File: config.mk
export PLATFORM = sky130hd
export DESIGN_NAME = i2c_imu_master
export DESIGN_NICKNAME = d
export VERILOG_FILES = /design/src/common/i2c_pkg.sv /design/src/hw/i2c_imu_master.sv /design/src/hw/i2c_txn/i2c_txn_ctrl.sv /design/src/hw/i2c_txn/i2c_byte_engine.sv /design/src/hw/i2c_phase_gen.sv
export SDC_FILE = /design/constraint.sdc
export NUM_CORES = 1
export LEC_CHECK = 0
export BUFFER_PORTS_ARGS = -buffer_cell sky130_fd_sc_hd__clkbuf_2
export CAP_MARGIN = 25
export CORE_MARGIN = 10
export CORE_UTILIZATION = 55
export DETAILED_ROUTE_END_ITERATION = 12
export PLACE_DENSITY = 0.75
export SYNTH_ARGS = -nofsm -noshare
export SYNTH_HDL_FRONTEND = slang
export SYNTH_SLANG_ARGS = --single-unit
File: constraint.sdc
create_clock -name clk -period 6.79 [get_ports clk]
set_clock_uncertainty 0.1 [all_clocks]
set_input_delay 2.037 -clock clk [delete_from_list [all_inputs] [get_ports clk]]
set_output_delay 2.037 -clock clk [all_outputs]
set_load 0.02 [all_outputs]
File: src/common/i2c_pkg.sv
`default_nettype none

package i2c_pkg;

	// bus timing
	localparam int SYS_CLK_HZ  = 50_000_000;
	localparam int I2C_CLK_HZ  = 400_000;
	localparam int QUARTER_DIV = SYS_CLK_HZ / (4 * I2C_CLK_HZ); // 31 clocks per quarter

	// fixed IMU target, AD0 tied low
	localparam logic [6:0] SLAVE_ADDR = 7'h68;

	typedef logic [7:0]  byte_t;    // address, register or data byte on the bus
	typedef logic [3:0]  burst_t;   // burst read length, 0 means one byte
	typedef logic [3:0]  bit_cnt_t; // slot index 0..8, slot 8 is the ack slot
	typedef logic [1:0]  phase_t;   // quarter of the SCL period
	typedef logic [15:0] div_cnt_t; // system clock divider

	// byte engine commands
	typedef enum logic [2:0] {
		CMD_START,
		CMD_RESTART,
		CMD_STOP,
		CMD_WRITE,
		CMD_READ
	} i2c_cmd_e;

	// transaction sequencer states
	typedef enum logic [3:0] {
		ST_IDLE,
		ST_START,
		ST_ADDR_W,  // address + W
		ST_REG,     // register pointer
		ST_WDATA,   // single write byte
		ST_RESTART, // repeated start before read
		ST_ADDR_R,  // address + R
		ST_RDATA,   // burst data bytes
		ST_STOP,
		ST_DONE
	} txn_state_e;

endpackage

`default_nettype wire
File: src/hw/i2c_imu_master.sv
`timescale 1ns/10ps
`default_nettype none

module i2c_imu_master
	import i2c_pkg::*;
(
	input  wire    clk,
	input  wire    rst_n,
	input  wire    start,
	input  wire    rw,
	input  byte_t  reg_addr,
	input  byte_t  write_data,
	input  burst_t burst_length,
	input  wire    sda_in,
	output byte_t  read_data,
	output logic   data_valid,
	output logic   busy,
	output logic   error,
	output logic   scl,
	output logic   sda_out,
	output logic   sda_oe
);

	// controller <-> byte engine
	logic     cmd_valid;
	i2c_cmd_e cmd;
	byte_t    tx_byte;
	logic     ack_bit;
	logic     cmd_done;
	byte_t    rx_byte;
	logic     ack_in;

	// byte engine <-> phase generator
	logic     run;
	logic     tick;
	phase_t   phase;

	i2c_txn_ctrl i_i2c_txn_ctrl (
		.clk          (clk),
		.rst_n        (rst_n),
		.start        (start),
		.rw           (rw),
		.reg_addr     (reg_addr),
		.write_data   (write_data),
		.burst_length (burst_length),
		.cmd_done     (cmd_done),
		.rx_byte      (rx_byte),
		.ack_in       (ack_in),
		.cmd_valid    (cmd_valid),
		.cmd          (cmd),
		.tx_byte      (tx_byte),
		.ack_bit      (ack_bit),
		.read_data    (read_data),
		.data_valid   (data_valid),
		.busy         (busy),
		.error        (error)
	);

	i2c_byte_engine i_i2c_byte_engine (
		.clk       (clk),
		.rst_n     (rst_n),
		.cmd_valid (cmd_valid),
		.cmd       (cmd),
		.tx_byte   (tx_byte),
		.ack_bit   (ack_bit),
		.tick      (tick),
		.phase     (phase),
		.sda_in    (sda_in),
		.run       (run),
		.cmd_done  (cmd_done),
		.rx_byte   (rx_byte),
		.ack_in    (ack_in),
		.scl       (scl),
		.sda_out   (sda_out),
		.sda_oe    (sda_oe)
	);

	i2c_phase_gen i_i2c_phase_gen (
		.clk   (clk),
		.rst_n (rst_n),
		.run   (run),
		.tick  (tick),
		.phase (phase)
	);

endmodule

`default_nettype wire

File: src/hw/i2c_txn/i2c_txn_ctrl.sv
`timescale 1ns/10ps
`default_nettype none

module i2c_txn_ctrl
	import i2c_pkg::*;
(
	input  wire      clk,
	input  wire      rst_n,
	input  wire      start,
	input  wire      rw,
	input  byte_t    reg_addr,
	input  byte_t    write_data,
	input  burst_t   burst_length,
	input  wire      cmd_done,
	input  byte_t    rx_byte,
	input  wire      ack_in,
	output logic     cmd_valid,
	output i2c_cmd_e cmd,
	output byte_t    tx_byte,
	output logic     ack_bit,
	output byte_t    read_data,
	output logic     data_valid,
	output logic     busy,
	output logic     error
);

	txn_state_e state;
	txn_state_e next_state;
	i2c_cmd_e   cmd_d;
	byte_t      tx_d;
	logic       ack_d;
	logic       accept;
	logic       advance;
	logic       nack;
	logic       rw_q;
	byte_t      reg_q;
	byte_t      wdata_q;
	burst_t     rd_left;  // bytes still to read, including the one in flight
	burst_t     rd_next;  // remaining count once the current byte is in

	assign busy    = (state != ST_IDLE);
	assign accept  = (state == ST_IDLE) && start;
	assign advance = accept || (state == ST_DONE) || cmd_done;

	// slave refused an address, register or write byte
	assign nack = ack_in && ((state == ST_ADDR_W) || (state == ST_REG) ||
	                         (state == ST_WDATA) || (state == ST_ADDR_R));

	assign data_valid = cmd_done && (state == ST_RDATA);
	assign read_data  = rx_byte;

	assign rd_next = (state == ST_RDATA) ? rd_left - 4'd1 : rd_left;

	always_comb begin
		next_state = state;
		case (state)
			ST_IDLE:    next_state = ST_START;
			ST_START:   next_state = ST_ADDR_W;
			ST_ADDR_W:  next_state = nack ? ST_STOP : ST_REG;
			ST_REG: begin
				if (nack)
					next_state = ST_STOP;
				else
					next_state = rw_q ? ST_RESTART : ST_WDATA;
			end
			ST_WDATA:   next_state = ST_STOP;
			ST_RESTART: next_state = ST_ADDR_R;
			ST_ADDR_R:  next_state = nack ? ST_STOP : ST_RDATA;
			ST_RDATA:   next_state = (rd_left == 4'd1) ? ST_STOP : ST_RDATA;
			ST_STOP:    next_state = ST_DONE;
			default:    next_state = ST_IDLE;
		endcase
	end

	// command belonging to the state being entered
	always_comb begin
		cmd_d = CMD_STOP;
		tx_d  = '0;
		ack_d = (rd_next == 4'd1); // NACK the last byte of the burst
		case (next_state)
			ST_START:   cmd_d = CMD_START;
			ST_ADDR_W: begin
				cmd_d = CMD_WRITE;
				tx_d  = {SLAVE_ADDR, 1'b0};
			end
			ST_REG: begin
				cmd_d = CMD_WRITE;
				tx_d  = reg_q;
			end
			ST_WDATA: begin
				cmd_d = CMD_WRITE;
				tx_d  = wdata_q;
			end
			ST_RESTART: cmd_d = CMD_RESTART;
			ST_ADDR_R: begin
				cmd_d = CMD_WRITE;
				tx_d  = {SLAVE_ADDR, 1'b1};
			end
			ST_RDATA:   cmd_d = CMD_READ;
			default:    cmd_d = CMD_STOP;
		endcase
	end

	always_ff @(posedge clk or negedge rst_n) begin
		if (!rst_n) begin
			state     <= ST_IDLE;
			cmd_valid <= 1'b0;
			cmd       <= CMD_STOP;
			error     <= 1'b0;
			rd_left   <= '0;
		end else begin
			cmd_valid <= 1'b0;
			if (advance) begin
				state <= next_state;
				if (next_state != ST_DONE && next_state != ST_IDLE) begin
					cmd_valid <= 1'b1;
					cmd       <= cmd_d;
				end
			end
			if (accept) begin
				error   <= 1'b0;
				rd_left <= (burst_length == '0) ? 4'd1 : burst_length;
			end else if (cmd_done) begin
				if (nack)
					error <= 1'b1; // STOP still goes out before busy drops
				if (state == ST_RDATA)
					rd_left <= rd_left - 4'd1;
			end
		end
	end

	// request and command payload
	always_ff @(posedge clk) begin
		if (accept) begin
			rw_q    <= rw;
			reg_q   <= reg_addr;
			wdata_q <= write_data;
		end
		if (advance) begin
			tx_byte <= tx_d;
			ack_bit <= ack_d;
		end
	end

	// read data only comes back from a READ command inside the burst
	a_rdata_only: assert property (
		@(posedge clk) disable iff (!rst_n)
		data_valid |-> (cmd == CMD_READ) && (rd_left != '0)
	) else $error("data_valid outside the read burst");

endmodule

`default_nettype wire

File: src/hw/i2c_txn/i2c_byte_engine.sv
`timescale 1ns/10ps
`default_nettype none

module i2c_byte_engine
	import i2c_pkg::*;
(
	input  wire      clk,
	input  wire      rst_n,
	input  wire      cmd_valid,
	input  i2c_cmd_e cmd,
	input  byte_t    tx_byte,
	input  wire      ack_bit,
	input  wire      tick,
	input  phase_t   phase,
	input  wire      sda_in,
	output logic     run,
	output logic     cmd_done,
	output byte_t    rx_byte,
	output logic     ack_in,
	output logic     scl,
	output logic     sda_out,
	output logic     sda_oe
);

	i2c_cmd_e cmd_q;
	bit_cnt_t bit_cnt;
	byte_t    shreg;   // tx bits leave from the top, rx bits enter at the bottom
	logic     ack_q;   // master ack for the current read byte
	logic     last_slot;
	logic     scl_d;
	logic     sda_d;
	logic     oe_d;

	// bus conditions are a single 4-quarter slot
	assign last_slot = (cmd_q == CMD_START) || (cmd_q == CMD_RESTART) ||
	                   (cmd_q == CMD_STOP) || (bit_cnt == 4'd8);

	assign cmd_done = run && tick && (phase == 2'd3) && last_slot;
	assign rx_byte  = shreg;

	// waveform for the current quarter
	always_comb begin
		scl_d = (phase == 2'd1) || (phase == 2'd2); // data slots: SCL high mid slot
		sda_d = 1'b1;
		oe_d  = 1'b1;
		case (cmd_q)
			CMD_START: begin
				scl_d = (phase != 2'd3);
				sda_d = (phase == 2'd0); // falls with SCL high
			end
			CMD_RESTART: begin
				sda_d = (phase == 2'd0) || (phase == 2'd1); // released, then falls in q2
			end
			CMD_STOP: begin
				scl_d = (phase != 2'd0);
				sda_d = phase[1]; // rises in q2 with SCL high
				oe_d  = (phase != 2'd3); // hand the line back to the pull-up
			end
			CMD_WRITE: begin
				if (bit_cnt == 4'd8) begin
					oe_d = 1'b0; // slave acks
				end else begin
					sda_d = shreg[7];
				end
			end
			CMD_READ: begin
				if (bit_cnt == 4'd8) begin
					sda_d = ack_q;
				end else begin
					oe_d = 1'b0; // slave drives data
				end
			end
			default: begin
				oe_d = 1'b0;
			end
		endcase
	end

	always_ff @(posedge clk or negedge rst_n) begin
		if (!rst_n) begin
			run     <= 1'b0;
			cmd_q   <= CMD_STOP;
			bit_cnt <= '0;
			ack_q   <= 1'b1;
			ack_in  <= 1'b0;
			scl     <= 1'b1;
			sda_out <= 1'b1;
			sda_oe  <= 1'b0;
		end else begin
			if (cmd_valid && !run) begin
				run     <= 1'b1;
				cmd_q   <= cmd;
				bit_cnt <= '0;
				ack_q   <= ack_bit;
			end else if (run) begin
				scl     <= scl_d; // outputs hold their last level between commands
				sda_out <= sda_d;
				sda_oe  <= oe_d;
				if (tick && phase == 2'd2 && cmd_q == CMD_WRITE && bit_cnt == 4'd8) begin
					ack_in <= sda_in; // 1 = NACK
				end
				if (tick && phase == 2'd3) begin
					if (last_slot) begin
						run <= 1'b0;
					end else begin
						bit_cnt <= bit_cnt + 4'd1;
					end
				end
			end
		end
	end

	// shift register, payload only
	always_ff @(posedge clk) begin
		if (cmd_valid && !run) begin
			shreg <= tx_byte;
		end else if (run && tick && bit_cnt != 4'd8) begin
			if (cmd_q == CMD_READ && phase == 2'd2) begin
				shreg <= {shreg[6:0], sda_in}; // sample while SCL high
			end else if (cmd_q == CMD_WRITE && phase == 2'd3) begin
				shreg <= {shreg[6:0], 1'b0}; // next bit up for q0
			end
		end
	end

	// the controller waits for cmd_done before the next command
	a_one_in_flight: assert property (
		@(posedge clk) disable iff (!rst_n)
		run |-> !cmd_valid
	) else $error("cmd_valid while a command is running");

endmodule

`default_nettype wire

File: src/hw/i2c_phase_gen.sv
`timescale 1ns/10ps
`default_nettype none

module i2c_phase_gen
	import i2c_pkg::*;
(
	input  wire    clk,
	input  wire    rst_n,
	input  wire    run,
	output logic   tick,
	output phase_t phase
);

	div_cnt_t div_cnt;

	// not gated by run; the engine only drops run right after a final tick
	assign tick = (div_cnt == div_cnt_t'(QUARTER_DIV - 1));

	always_ff @(posedge clk or negedge rst_n) begin
		if (!rst_n) begin
			div_cnt <= '0;
			phase   <= '0;
		end else if (!run) begin
			div_cnt <= '0; // idle, restart at quarter 0
			phase   <= '0;
		end else if (tick) begin
			div_cnt <= '0;
			phase   <= phase + 2'd1;
		end else begin
			div_cnt <= div_cnt + 16'd1;
		end
	end

	// run must only fall at a quarter boundary, so the divider is at zero whenever idle
	a_no_tick_idle: assert property (
		@(posedge clk) disable iff (!rst_n)
		!run |-> !tick
	) else $error("tick while run is low");

endmodule

`default_nettype wire

-- Word-level counts from Yosys, hierarchy flattened
Index checks and enable logic that the tools add are counted.
- bits in registers: 78
- output and inout bits: 14
- word-level logic and storage cells: 145
- add/sub/neg operators: 4
- equal/unequal tests: 32
- multiplexer cells: 40
- bitwise gates (word level): 1
- reduce and logical (&&, ||, !) cells: 47
- operator list (cell ; number):
    4-bit two-way mux ; 12
    4-bit one-hot mux with 9 select lines ; 1
    4-bit by 3-bit equality test with 1-bit output, second input constant ; 8
    16-bit two-way mux ; 2
    8-bit two-way mux ; 4
    8-bit one-hot mux with 4 select lines ; 1
    16-bit by 1-bit adder with 16-bit output, second input constant ; 1
    16-bit by 5-bit equality test with 1-bit output, second input constant ; 1
    4-bit by 1-bit equality test with 1-bit output, second input constant ; 4
    4-bit by 2-bit equality test with 1-bit output, second input constant ; 4
    1-bit logical AND ; 15
    1-bit two-way mux ; 14
    4-bit equality test, second input constant ; 3
    3-bit one-hot mux with 4 select lines ; 1
    2-bit nonzero test ; 6
    1-bit logical OR ; 10
    4-bit zero test ; 2
    4-bit inequality test, second input constant ; 2
    2-bit AND reduction ; 4
    4-bit nonzero test ; 2
    3-bit by 2-bit equality test with 1-bit output, second input constant ; 2
    3-bit AND reduction ; 2
    1-bit one-hot mux with 5 select lines ; 1
    4-bit by 1-bit adder with 4-bit output, second input constant ; 1
    18 further kinds ; 21

-- Logic depth before layout (Yosys ltp)
- word-level depth: 11
- depth in mapped cells: 8

-- Modules after synthesis
Synthesis repeated with hierarchy kept, for this count alone.
- cells, all modules: 347
- area total of the unflattened synthesis: 4160.2 sq um
- modules (own cells, without submodules) (module ; instances ; cells an instance ; area each (sq um) ; seq. area each (sq um)):
    i2c_txn_ctrl ; 1 ; 152 ; 1948.1 ; 1107.3
    i2c_byte_engine ; 1 ; 104 ; 1192.4 ; 570.5
    i2c_phase_gen ; 1 ; 91 ; 1019.7 ; 450.4

-- Worst setup path before layout
No wires, ideal clock.
- path kind: flip-flop to output port
- from: register i_i2c_byte_engine.bit_cnt[0]
- to: output data_valid
- arrival: 1.712 ns
- required time: 4.653 ns
- setup slack: 2.941 ns
- cell stages (with the launch flop): 7
- cells stage by stage: dfrtp_1 -> inv_1 -> ha_1 -> and3b_1 -> buf_2 -> nor2_2 -> nor4_1
- cells in the longest elaborated chain, start to end: 4
- RTL lines (what ; RTL line ; text):
    start, declared ; i2c_byte_engine.sv:26 ; bit_cnt_t bit_cnt;
    start signal, assigned ; i2c_byte_engine.sv:106 ; bit_cnt <= bit_cnt + 4'd1;
    4-bit equality test ; i2c_byte_engine.sv:36 ; (cmd_q == CMD_STOP) || (bit_cnt == 4'd8);
    1-bit logical OR ; i2c_byte_engine.sv:36 ;
    1-bit logical AND ; i2c_byte_engine.sv:38 ; assign cmd_done = run && tick && (phase == 2'd3) && last_slot;
    1-bit logical AND ; i2c_txn_ctrl.sv:49 ; assign data_valid = cmd_done && (state == ST_RDATA);
    end, declared ; i2c_imu_master.sv:16 ; output logic data_valid,
Every way passes these cells.

-- Final worst setup path
Same ends and word-level chain as after synthesis.

==> metrics.txt <==
syn nets=374; post-detailed-route wirelength per cell=15.25 um; Final Hold Slack=0.3923 ns; status=completed; Root Buffer=clkbuf_8; register area share after synthesis=0.5530; post-route minimum period=4.207 ns; Core Util, Final=0.6372; largest net degree at the start of global routing=26; Hold Path Class=flop to flop; flops & latches, synth=78; number of max-cap violations=0; Worst Setup Start Kind=flop; most common cell after layout, fill and taps aside=nor2_1; Final Wtd Congestion=0.8150; clock network power share=0.283; initial antenna violation count=0; # port buffers=38; hpwl dp=5379 um; Hold-fix buffers, CTS=0; Primary FF master, synth=dfrtp_1; fin. max-slew vios=0; total gr overflow=0; area delta synth->final=12.48%; Site Rows=30; Post-CTS Resized=0; total track usage=0.1406; WP buf/inv=2; async set-reset flop share out of synthesis=0.5641; Setup CP Type=flop to output pin; Seq pwr share=0.548; sw frac=0.3029; delay-heaviest family, CP=simple AND/OR/NAND/NOR gates; drt first pass iters=4; Num CTS Buffers=9; critical path fanouts, max=9; critical path data arrival time=2.07 ns; Antenna Nets Post-Route=0; CP Depth=6; Setup Buffers After CTS=0; CTS H-tree depth=3; worst reg2reg path depth=6; commonest cells after routing, fill and taps aside=nor2_1 (45), dfrtp_1 (39), clkbuf_2 (38); Cells after Synth=339; placed cell count=463; Placed Area=4144 sq um; Req. time, crit path=4.65 ns; CTS sink cnt=78; unrepaired setup endpoints after global routing=no; wirelength, routed=7304 um; register area=2128 sq um; hold depth=2; Max Clk Rate=0.2377 GHz; switching pwr=347.2 uW; num ports=39; number of global-route vias before repair=2690; count of cell types in the netlist=58; largest vdd supply drop=0.0001821 V; clock tree buffer depth=2; R2R Setup Slk=4.34 ns; die width=103.7 um; Die H=103.7 um; clock-pin slew of the registers on the worst-case setup and hold paths=0.08 ns; Cell Int Power=799.2 uW; first-pass GRT wire length=12660 um; vias after detailed routing=2606; final count of negative-setup-slack endpoints=0; Slew Limit Headroom=0.5061; combinational share of power=0.169; layout net count=413; Residual DRC=0; layout cells sized above 1=0.2324; Final Hold Fails=0; post-route insts no fill=479; CTS tree=yes; mean post-synth cell area=11.35 sq um; Leak=0.001721 uW; Post-synth EDFFs=34; Fin Setup TNS=0 ns; CP Capture Type=output pin; Final Cycle Share=0.6196; vias per cell=5.441; Critical Path Max Stage Delay=0.42 ns; antenna cells=0; CP Cell Sequence=inv_1 -> ha_1 -> and3b_1 -> nor2_2 -> nor4_1 -> clkbuf_2; multi-input combinational cell area=1599 sq um; Skew-Pair Late Insertion Delay=0.35 ns; initial core utilization=0.5665; Synth Warn #=0; CORE AREA=6794 sq um; Post-Syn Area=3849 sq um; pwr dens=264.8 nW/um^2; # fillers=528; Critical-path top delay cell=dfrtp_1; pin slew with the least headroom to its limit=0.7363 ns; die area=10740 sq um; Design Area, Final=4329 sq um; Iteration-0 DRC Markers=148
[path summary, 6_finish.rpt]
kind / from / to
setup reg to reg: i_i2c_phase_gen.div_cnt[0]$_DFF_PN0_ / i_i2c_txn_ctrl.state[2]$_DFFE_PN0P_
hold / removal: i_i2c_txn_ctrl.cmd_valid$_DFF_PN0_ / i_i2c_byte_engine.run$_DFF_PN0_
setup / recovery: i_i2c_byte_engine.bit_cnt[0]$_DFFE_PN0P_ / data_valid
max in group asynchronous: rst_n / i_i2c_txn_ctrl.cmd[1]$_DFFE_PN1P_
hold reg to reg: i_i2c_txn_ctrl.cmd_valid$_DFF_PN0_ / i_i2c_byte_engine.run$_DFF_PN0_
min in group asynchronous: rst_n / i_i2c_phase_gen.div_cnt[13]$_DFF_PN0_
[power by group through the flow]
stage | clock, uW | combinational, uW | sequential, uW
3_3_place_gp | 0 | 186 | 633
4_1_cts | 332 | 197 | 627
6_report | 324 | 194 | 628
3_5_place_dp | 0 | 195 | 637
5_1_grt | 355 | 222 | 636
2_1_floorplan | 0 | 163 | 606
[metal layers]
metal	track usage	vias up	routed length [um]
met2	0.2216	72	3372
met1	0.1800	1227	3466
met4	0.05169	0	95
li1	-	1298	-
met3	0.03903	9	370
met5	0	-	0
[worst min-delay path: cells and delay by family (launching register included)]
family           cells  cell delay (ns)
flip-flops           1             0.35
AND/OR/NAND/NOR      2             0.11
[stage by stage]
stage	setup WS [ns]	power, uW
after floorplan	2.941	768.8
after global placement	3.016	819.3
after detailed placement	2.980	832.0
after CTS	2.585	1156
after global routing	2.445	1213
final	2.583	1146
[synthesized netlist by cell type (4+ instances only)]
library cell	number	share of area
inv_1	18	0.018
nand4_1	5	0.0081
a31oi_1	7	0.011
mux2_2	10	0.029
buf_2	4	0.0052
nor2_1	45	0.044
and3_1	4	0.0065
ha_1	10	0.033
clkbuf_1	7	0.0068
nand3_1	10	0.013
dfrtp_1	39	0.25
edfxtp_1	34	0.27
nor3_1	5	0.0065
a22o_1	5	0.011
xor2_1	11	0.025
xnor2_1	12	0.027
dfstp_2	5	0.034
nor4_1	5	0.0081
mux2i_1	5	0.013
nand2_1	20	0.020
a21oi_1	10	0.013
o21ai_0	14	0.018
[registers in the layout (all words and copies together), names as in the netlist, 2 cells and up]
name,count
i_i2c_byte_engine.bit_cnt,4
i_i2c_byte_engine.cmd_q,3
i_i2c_byte_engine.rx_byte,8
i_i2c_phase_gen.div_cnt,16
i_i2c_phase_gen.phase,2
i_i2c_txn_ctrl.cmd,3
i_i2c_txn_ctrl.rd_left,4
i_i2c_txn_ctrl.reg_q,8
i_i2c_txn_ctrl.state,4
i_i2c_txn_ctrl.tx_byte,8
i_i2c_txn_ctrl.wdata_q,8
[kinds of logic (layout without fill, tap and decap cells)]
family	after synthesis	after routing	share of synthesized area
buffers and inverters	31	75	0.03153
and+or+nand+nor	125	125	0.1840
AOI/OAI and AO/OA	55	55	0.09753
DFF	78	78	0.5530
muxes	17	17	0.04909
xor gates and xnor gates	23	23	0.05234
adders and majority gates	10	10	0.03251
[layout make-up]
class,instances,area share
Timing Repair Buffer,40,0.05202
Inverter,19,0.01647
Sequential cell,78,0.4916
Multi-Input combinational cell,230,0.3694
Clock buffer,9,0.02861
Tap cell,96,0.02775
Clock inverter,7,0.01416
No activity file was read; power rests on OpenSTA's default activity.
